<file path="src/verilog/ctrl_pkg.sv">
package ctrl_pkg;

    // Microstep of the current instruction
    typedef enum logic [2:0] {
        T0 = 3'd0,   // PC to MAR
        T1 = 3'd1,   // Fetch into IR, bump PC
        T2 = 3'd2,   // First execute step
        T3 = 3'd3,   // Second execute step
        T4 = 3'd4    // Third execute step
    } step_t;

    // Every instruction takes the full five steps
    localparam int STEPS_PER_INSTR = 5;

    // Positions of the bus-driving lines in a source select vector
    localparam int SRC_PC  = 0;   // pc_out
    localparam int SRC_RAM = 1;   // ram_out
    localparam int SRC_IR  = 2;   // ir_out
    localparam int SRC_A   = 3;   // a_out
    localparam int SRC_ALU = 4;   // alu_out

    // Number of bus sources
    localparam int NUM_SRC = 5;

    // Only one source may be active in a cycle,
    // the bus reads zero when none is active

endpackage

</file>
<file path="src/verilog/cpu_pkg.sv">
package cpu_pkg;

    // Word and address widths of the datapath
    localparam int DATA_W = 8;   // Bus, memory and register width
    localparam int ADDR_W = 4;   // Program counter and MAR width

    // One bus or memory word
    typedef logic [DATA_W-1:0] data_t;

    // Memory or program counter address
    typedef logic [ADDR_W-1:0] addr_t;

    // Upper nibble of every instruction
    typedef enum logic [3:0] {
        LDA = 4'd0,    // A <- mem[operand]
        ADD = 4'd1,    // A <- A + mem[operand]
        SUB = 4'd2,    // A <- A - mem[operand]
        STA = 4'd3,    // mem[operand] <- A
        LDI = 4'd4,    // A <- operand, zero extended
        JMP = 4'd5,    // PC <- operand
        JC  = 4'd6,    // PC <- operand when carry set
        JZ  = 4'd7,    // PC <- operand when zero set
        OUT = 4'd14,   // Output register <- A
        HLT = 4'd15    // Stop the sequencer
    } opcode_t;

    // Codes 8 to 13 decode to no operation

endpackage
</file>
<file path="src/verilog/cpu_top.sv">
`timescale 1ns/1ps

module cpu_top import cpu_pkg::*, ctrl_pkg::*; #(
    parameter int RAM_WORDS = 16
) (
    input  logic  clk,
    input  logic  reset,
    input  logic  prog_we,      // Program byte strobe ignored while running
    input  addr_t prog_addr,
    input  data_t prog_data,
    input  logic  run,          // Low freezes the sequencer
    output data_t out_value,
    output logic  out_strobe,   // One cycle after the output register loads
    output logic  halted,
    output logic  carry_flag,
    output logic  zero_flag
);

    data_t   bus;
    addr_t   pc;
    opcode_t opcode;
    addr_t   operand;
    data_t   a_value;
    data_t   b_value;
    data_t   alu_result;
    data_t   ram_data;
    logic    prog_we_gated;

    logic pc_count, pc_out, pc_load;
    logic mar_load, ram_out, ram_write;
    logic ir_load, ir_out;
    logic a_load, a_out;
    logic alu_sub, alu_out;
    logic b_load, out_load;

    logic [NUM_SRC-1:0] bus_sel;      // One-hot source select
    data_t              bus_src [NUM_SRC];

    assign prog_we_gated = prog_we && !run;

    assign bus_sel[SRC_PC]  = pc_out;
    assign bus_sel[SRC_RAM] = ram_out;
    assign bus_sel[SRC_IR]  = ir_out;
    assign bus_sel[SRC_A]   = a_out;
    assign bus_sel[SRC_ALU] = alu_out;

    assign bus_src[SRC_PC]  = {4'b0, pc};        // Low nibble only
    assign bus_src[SRC_RAM] = ram_data;
    assign bus_src[SRC_IR]  = {4'b0, operand};   // IR drives its operand
    assign bus_src[SRC_A]   = a_value;
    assign bus_src[SRC_ALU] = alu_result;

    // AND-OR mux that reads zero when idle
    always_comb begin
        bus = '0;
        for (int i = 0; i < NUM_SRC; i++)
            if (bus_sel[i])
                bus = bus | bus_src[i];
    end

    // Strobe follows the output register load by one edge
    always_ff @(posedge clk) begin
        if (reset)
            out_strobe <= 1'b0;
        else
            out_strobe <= out_load;
    end

    program_counter u_pc (
        .clk(clk), .reset(reset), .count(pc_count), .load(pc_load),
        .bus_in(bus[ADDR_W-1:0]), .pc(pc)
    );

    control_block u_ctrl (
        .clk(clk), .reset(reset), .run(run), .opcode(opcode),
        .carry_flag(carry_flag), .zero_flag(zero_flag),
        .pc_count(pc_count), .pc_out(pc_out), .pc_load(pc_load),
        .mar_load(mar_load), .ram_out(ram_out), .ram_write(ram_write),
        .ir_load(ir_load), .ir_out(ir_out), .a_load(a_load), .a_out(a_out),
        .alu_sub(alu_sub), .alu_out(alu_out), .b_load(b_load),
        .out_load(out_load), .halt(), .halted(halted)
    );

    alu u_alu (
        .clk(clk), .reset(reset), .enable(alu_out), .sub(alu_sub),
        .a(a_value), .b(b_value), .result(alu_result),
        .carry_flag(carry_flag), .zero_flag(zero_flag)
    );

    bus_register accumulator (     // A register
        .clk(clk), .reset(reset), .load(a_load), .bus_in(bus), .value(a_value)
    );

    bus_register b_register (
        .clk(clk), .reset(reset), .load(b_load), .bus_in(bus), .value(b_value)
    );

    bus_register output_register (
        .clk(clk), .reset(reset), .load(out_load), .bus_in(bus), .value(out_value)
    );

    instruction_register u_ir (
        .clk(clk), .reset(reset), .load(ir_load), .bus_in(bus),
        .opcode(opcode), .operand(operand)
    );

    ram_16x8 #(.RAM_WORDS(RAM_WORDS)) u_ram (
        .clk(clk), .mar_load(mar_load), .write(ram_write), .bus_in(bus),
        .prog_we(prog_we_gated), .prog_addr(prog_addr), .prog_data(prog_data),
        .data_out(ram_data)
    );

endmodule

</file>
<file path="src/verilog/ram_16x8.sv">
`timescale 1ns/1ps

module ram_16x8 import cpu_pkg::*; #(
    parameter int RAM_WORDS = 16   // 16 or a smaller power of two
) (
    input  logic  clk,
    input  logic  mar_load,    // MAR takes the bus
    input  logic  write,       // CPU store at MAR
    input  data_t bus_in,
    input  logic  prog_we,     // Program load, already gated by run
    input  addr_t prog_addr,
    input  data_t prog_data,
    output data_t data_out     // Word at MAR
);

    localparam int AW = (RAM_WORDS > 1) ? $clog2(RAM_WORDS) : 1;

    addr_t mar;                        // Memory address register
    data_t mem [RAM_WORDS];
    logic [AW-1:0] mar_idx;
    logic [AW-1:0] prog_idx;

    assign mar_idx  = mar[AW-1:0];     // Upper address bits ignored in a small memory
    assign prog_idx = prog_addr[AW-1:0];

    always_ff @(posedge clk) begin
        if (mar_load)
            mar <= bus_in[ADDR_W-1:0];
    end

    // CPU store and program load share the array
    always_ff @(posedge clk) begin
        if (write)
            mem[mar_idx] <= bus_in;
        else if (prog_we)
            mem[prog_idx] <= prog_data;
    end

    assign data_out = mem[mar_idx];    // Combinational read

    // Loading only happens while stopped, so the CPU cannot store then
    assert property (@(posedge clk) !(prog_we && write))
        else $error("ram_16x8: program load during CPU write");

endmodule

</file>
<file path="src/verilog/instruction_register.sv">
`timescale 1ns/1ps

module instruction_register import cpu_pkg::*; (
    input  logic    clk,
    input  logic    reset,
    input  logic    load,      // Fetch step
    input  data_t   bus_in,    // Byte from memory
    output opcode_t opcode,    // Upper nibble
    output addr_t   operand    // Lower nibble
);

    data_t instr;

    always_ff @(posedge clk) begin
        if (reset) begin
            instr <= '0;
        end else if (load) begin
            instr <= bus_in;
        end
    end

    // Split the fetched byte
    assign opcode  = opcode_t'(instr[7:4]);
    assign operand = instr[ADDR_W-1:0];

    // Undefined opcodes pass through as is, control treats them as no-op

endmodule

</file>
<file path="src/verilog/bus_register.sv">
`timescale 1ns/1ps

module bus_register import cpu_pkg::*; (
    input  logic  clk,
    input  logic  reset,
    input  logic  load,     // Capture the bus at the next edge
    input  data_t bus_in,
    output data_t value
);

    data_t value_q;

    always_ff @(posedge clk) begin
        if (reset)
            value_q <= '0;
        else if (load)
            value_q <= bus_in;   // Holds otherwise
    end

    assign value = value_q;

endmodule

</file>
<file path="src/verilog/alu.sv">
`timescale 1ns/1ps

module alu import cpu_pkg::*; (
    input  logic  clk,
    input  logic  reset,
    input  logic  enable,       // Result goes onto the bus, flags update
    input  logic  sub,          // Subtract when high
    input  data_t a,            // Accumulator
    input  data_t b,            // B register
    output data_t result,
    output logic  carry_flag,
    output logic  zero_flag
);

    logic [DATA_W:0] sum;       // Carry in the top bit
    data_t           b_operand;

    // Two's complement subtract is A + ~B + 1
    assign b_operand = sub ? ~b : b;
    assign sum       = {1'b0, a} + {1'b0, b_operand} + {{DATA_W{1'b0}}, sub};
    assign result    = sum[DATA_W-1:0];

    // Flags only move on the edge that writes the result back
    always_ff @(posedge clk) begin
        if (reset) begin
            carry_flag <= 1'b0;
            zero_flag  <= 1'b0;
        end else if (enable) begin
            carry_flag <= sum[DATA_W];         // Set means no borrow on subtract
            zero_flag  <= (result == '0);
        end
    end

endmodule

</file>
<file path="src/verilog/control_block.sv">
`timescale 1ns/1ps

module control_block import cpu_pkg::*, ctrl_pkg::*; (
    input  logic    clk,
    input  logic    reset,
    input  logic    run,          // Sequencer advances only while high
    input  opcode_t opcode,       // From the instruction register
    input  logic    carry_flag,
    input  logic    zero_flag,
    output logic    pc_count,
    output logic    pc_out,
    output logic    pc_load,
    output logic    mar_load,
    output logic    ram_out,
    output logic    ram_write,
    output logic    ir_load,
    output logic    ir_out,
    output logic    a_load,
    output logic    a_out,
    output logic    alu_sub,
    output logic    alu_out,
    output logic    b_load,
    output logic    out_load,
    output logic    halt,
    output logic    halted        // Sticky until reset
);

    step_t step;
    logic  active;                // Sequencer allowed to act this cycle
    logic [NUM_SRC-1:0] bus_src;  // Bus drivers, used for the contention check

    assign active = run && !halted;

    // Step register, frozen while stopped and held at T2 by HLT
    always_ff @(posedge clk) begin
        if (reset) begin
            step   <= T0;
            halted <= 1'b0;
        end else begin
            if (halt)
                halted <= 1'b1;   // Set at the end of T2 of HLT
            if (active && !halt)
                step <= (step == T4) ? T0 : step_t'(step + 3'd1);
        end
    end

    // Microcode decode
    always_comb begin
        pc_count  = 1'b0;
        pc_out    = 1'b0;
        pc_load   = 1'b0;
        mar_load  = 1'b0;
        ram_out   = 1'b0;
        ram_write = 1'b0;
        ir_load   = 1'b0;
        ir_out    = 1'b0;
        a_load    = 1'b0;
        a_out     = 1'b0;
        alu_sub   = 1'b0;
        alu_out   = 1'b0;
        b_load    = 1'b0;
        out_load  = 1'b0;
        halt      = 1'b0;
        if (active) begin
            case (step)
                T0: begin pc_out = 1'b1; mar_load = 1'b1; end
                T1: begin ram_out = 1'b1; ir_load = 1'b1; pc_count = 1'b1; end
                T2: begin
                    case (opcode)
                        LDA, ADD, SUB, STA: begin ir_out = 1'b1; mar_load = 1'b1; end
                        LDI: begin ir_out = 1'b1; a_load = 1'b1; end
                        JMP: begin ir_out = 1'b1; pc_load = 1'b1; end
                        JC:  begin ir_out = carry_flag; pc_load = carry_flag; end
                        JZ:  begin ir_out = zero_flag; pc_load = zero_flag; end
                        OUT: begin a_out = 1'b1; out_load = 1'b1; end
                        HLT: halt = 1'b1;
                        default: ;   // Unused codes idle
                    endcase
                end
                T3: begin
                    case (opcode)
                        LDA:      begin ram_out = 1'b1; a_load = 1'b1; end
                        ADD, SUB: begin ram_out = 1'b1; b_load = 1'b1; end
                        STA:      begin a_out = 1'b1; ram_write = 1'b1; end
                        default: ;
                    endcase
                end
                T4: begin
                    if (opcode == ADD || opcode == SUB) begin
                        alu_out = 1'b1;
                        a_load  = 1'b1;
                        alu_sub = (opcode == SUB);
                    end
                end
                default: ;
            endcase
        end
    end

    assign bus_src[SRC_PC]  = pc_out;
    assign bus_src[SRC_RAM] = ram_out;
    assign bus_src[SRC_IR]  = ir_out;
    assign bus_src[SRC_A]   = a_out;
    assign bus_src[SRC_ALU] = alu_out;

    // The bus mux in cpu_top relies on at most one driver
    assert property (@(posedge clk) disable iff (reset) $onehot0(bus_src))
        else $error("control_block: bus contention, sources %b", bus_src);

endmodule

</file>
<file path="src/verilog/program_counter.sv">
`timescale 1ns/1ps

module program_counter import cpu_pkg::*; (
    input  logic  clk,
    input  logic  reset,
    input  logic  count,    // Increment at the next edge
    input  logic  load,     // Jump target from the bus
    input  addr_t bus_in,   // Low nibble of the bus
    output addr_t pc
);

    addr_t pc_q;

    always_ff @(posedge clk) begin
        if (reset) begin
            pc_q <= '0;
        end else if (load) begin   // Jump wins over count
            pc_q <= bus_in;
        end else if (count) begin
            pc_q <= pc_q + addr_t'(1);   // Wraps 15 -> 0
        end
    end

    assign pc = pc_q;

    // Fetch increment and jump load sit in different microsteps
    assert property (@(posedge clk) disable iff (reset) !(count && load))
        else $error("program_counter: count and load high together");

endmodule

</file>
<file path="config.mk">
export PLATFORM = sky130hd
export DESIGN_NAME = cpu_top
export DESIGN_NICKNAME = d
export VERILOG_FILES = /design/src/verilog/ctrl_pkg.sv /design/src/verilog/cpu_pkg.sv /design/src/verilog/cpu_top.sv /design/src/verilog/ram_16x8.sv /design/src/verilog/instruction_register.sv /design/src/verilog/bus_register.sv /design/src/verilog/alu.sv /design/src/verilog/control_block.sv /design/src/verilog/program_counter.sv
export SDC_FILE = /design/constraint.sdc
export NUM_CORES = 1
export LEC_CHECK = 0
export BUFFER_PORTS_ARGS = -buffer_cell sky130_fd_sc_hd__buf_2
export CAP_MARGIN = 20
export CORE_MARGIN = 4
export CORE_UTILIZATION = 33
export CTS_BUF_LIST = sky130_fd_sc_hd__clkbuf_8
export DETAILED_ROUTE_END_ITERATION = 10
export PLACE_DENSITY = 0.5
export SLEW_MARGIN = 40
export SYNTH_ARGS = -nofsm -noshare
export SYNTH_HDL_FRONTEND = slang
export SYNTH_SLANG_ARGS = --single-unit
</file>
<file path="constraint.sdc">
create_clock -name clk -period 5.38 [get_ports clk]
set_clock_uncertainty 0.1 [all_clocks]
set_input_delay 0.538 -clock clk [delete_from_list [all_inputs] [get_ports clk]]
set_output_delay 0.538 -clock clk [all_outputs]
set_load 0.01 [all_outputs]
</file>
==> metrics <==
PortBufs=27; GRT Util Overall=14.82%; Max VDD drop=0.0001631 V; Chip Height=162.2 µm; clock buffer depth=2; Post-Syn Area=0.007848 mm²; Die Width=162.2 µm; pwr dens=317.2 mW/mm²; Layout area overhead=11.88%; Synth Instances=542; number of synthesized flops with an enable pin=132; share of cells above drive strength 1=22.60%; Min Clock Period, post-route=3951 ps; setup TNS=0 ps; Crit path required time=5360 ps; DP Area=0.008389 mm²; Hold WC Path Type=primary input to flop; Crit path depth=12; fin. max-slew vios=0; arrival time at the worst endpoint=3930 ps; Total Die Area=0.02631 mm²; CP most frequent cell=ha_1; Async SR Flop Fraction=0%; via count=4700; CTS clk-pin slew, worst paths=100 ps; most frequent cells in the layout=edfxtp_1, nor2_1, dfxtp_1; largest net degree at the start of global routing=45; CTS tree=built; Worst setup EP type=flop; drt total wl=19.01 mm; total congestion overflow=0; DRC=0; Initial DRT Pass Iterations=4; Initial DRC Count=416; post-DP HPWL=12.86 mm; Worst setup SP type=flop; wire per inst=21.05 µm; CP top delay family=compound AO/OA/AOI/OAI gates; Period Utilization, post-route=73.44%; Max Freq=253.1 MHz; first-pass GRT wire length=28.88 mm; R2R depth=12; worst path cell trace=inv_1, ha_1, and4bb_2, nand3_2, xnor2_1, ha_1, a31o_2, a21oi_1, o31ai_1, xor2_1, a211oi_4, nand2_1; Leak Pwr=0.002902 µW; Worst-Skew Late Latency=460 ps; CTS Buf Count=17; nets=601; CTS Sinks=179; RSZ-0062 raised after global routing=false; library cells used by synthesis=59; vias in the first global route=4644; number of I/O pins=28; # H-tree levels=4; # hold bufs at CTS=0; highest cell delay on the worst timing path=460 ps; #FFs+latches synth=179; post-synthesis sequential area ratio=62.50%; final std cells w/o fill=903; Antenna Cells=0; Ys Warns=0; global placement routability congestion=0.8519; Worst Setup Path Type=flop to flop; post-synth net total=572; antenna violations before repair=0; Slowest cell on crit path=a211oi_4; worst-margin pin slew=766.3 ps; syn avg cell area=14.48 µm²; commonest non-fill, non-tap cell in the layout=edfxtp_1; minimum hold slack=306.4 ps; # Post-CTS Setup Buffers=0; total power=2785 µW; Primary FF master, synth=edfxtp_1; final hold vios=0; final setup fails=0; Vias/cell=5.205; maximum fanout along the worst path=16; starting density of the core=33.53%; Buf+Inv Stages, Crit Path=1; post-cts sizing count=0; CORE AREA=0.02340 mm²; max_slew headroom=48.75%; Worst Hold Path Cells=3; status=finished clean; Final ANT Viol Nets=0; fin area=0.008780 mm²; Clock Tree Root=clkbuf_8; placed cell count=871; max cap viols=0; Rows=56
-- cell usage after synthesis, types with 4 or more instances --
cell | number | area (µm²)
mux4_2 | 28 | 630.6
a31oi_1 | 7 | 43.79
nor3_1 | 8 | 40.04
buf_2 | 4 | 20.02
a21oi_1 | 21 | 105.1
nor3b_1 | 5 | 37.54
nand2_1 | 28 | 105.1
dfxtp_1 | 47 | 940.9
a211oi_1 | 41 | 307.8
edfxtp_1 | 132 | 3964
ha_1 | 13 | 162.7
xor2_1 | 4 | 35.03
clkbuf_1 | 17 | 63.81
o21ai_0 | 5 | 25.02
xnor2_1 | 13 | 113.9
nand2b_1 | 5 | 31.28
inv_1 | 11 | 41.29
mux4_1 | 10 | 262.8
nor2_1 | 68 | 255.2
nor2b_1 | 10 | 62.56
o22ai_1 | 4 | 25.02
o21bai_1 | 4 | 30.03
-- cell type report --
type / instances / area, µm²
Clock inverter: 15 / 147.6
Timing Repair Buffer: 36 / 205.2
Tap cell: 319 / 399.1
Fill cell: 2267 / 14620
Inverter: 11 / 41.29
Clock buffer: 17 / 234.0
Sequential cell: 179 / 4910
Multi-Input combinational cell: 326 / 2843
-- power breakdown --
part / internal (µW) / switching, µW
clock network: 379 / 524
registers: 1520 / 58.6
logic: 145 / 155
-- flip-flops by register name (all words and copies together), names as in the netlist, named ones only --
signal,cells
accumulator.value,8
u_ctrl.step,3
u_alu.zero_flag,1
u_ir.instr,8
u_alu.carry_flag,1
u_ram.mar,4
u_pc.pc,4
u_ctrl.halted,1
b_register.value,8
u_ram.mem,128
out_strobe,1
output_register.value,8
-- tightest hold or removal path, delay by kind of cell --
kind            cells  cell delay [ps]
compound gates      1               80
simple gates        1               70
buf+inv             1              140
-- through the flow --
| stage | util, % | worst slack, ps |
|---|---|---|
| global route | 37.52 | 1163 |
| CTS | 37.48 | 1413 |
| floorplan | - | 2040 |
| global placement | 35.59 | 1230 |
| finish | 37.52 | 1429 |
| detailed placement | 35.85 | 1336 |
-- layer usage --
metal  up-vias  wire [µm]  track usage [%]
met5         -          0                0
met4         0        163            2.922
met3        11        617            3.096
met2        89       9661            25.30
met1      2418       8565            19.76
li1       2182          -                -
-- cells by family (layout without fill, tap and decap cells) --
group,Yosys count,count (layout),share of synthesized area [%]
flip-flops,179,179,62.50
AND/OR/NAND/NOR,148,148,9.264
AO/OA/AOI/OAI,107,107,10.12
multiplexers,40,40,11.65
buffers and inverters,37,79,2.232
XOR/XNOR,17,17,1.897
adder cells (fa/ha/maj),14,14,2.328
-- final timing paths --
path / startpoint / endpoint / slack, ps
max reg2reg: u_ctrl.step[0]$_SDFFE_PP0P_ / u_ram.mem[8][3]$_DFFE_PP_ / 1430
min: run / u_ctrl.halted$_SDFFE_PP0P_ / 310
min reg2reg: output_register.value[0]$_SDFFE_PP0P_ / output_register.value[0]$_SDFFE_PP0P_ / 400
max: u_ctrl.step[0]$_SDFFE_PP0P_ / u_ram.mem[8][3]$_DFFE_PP_ / 1430
No activity file was read; power rests on OpenSTA's default activity.
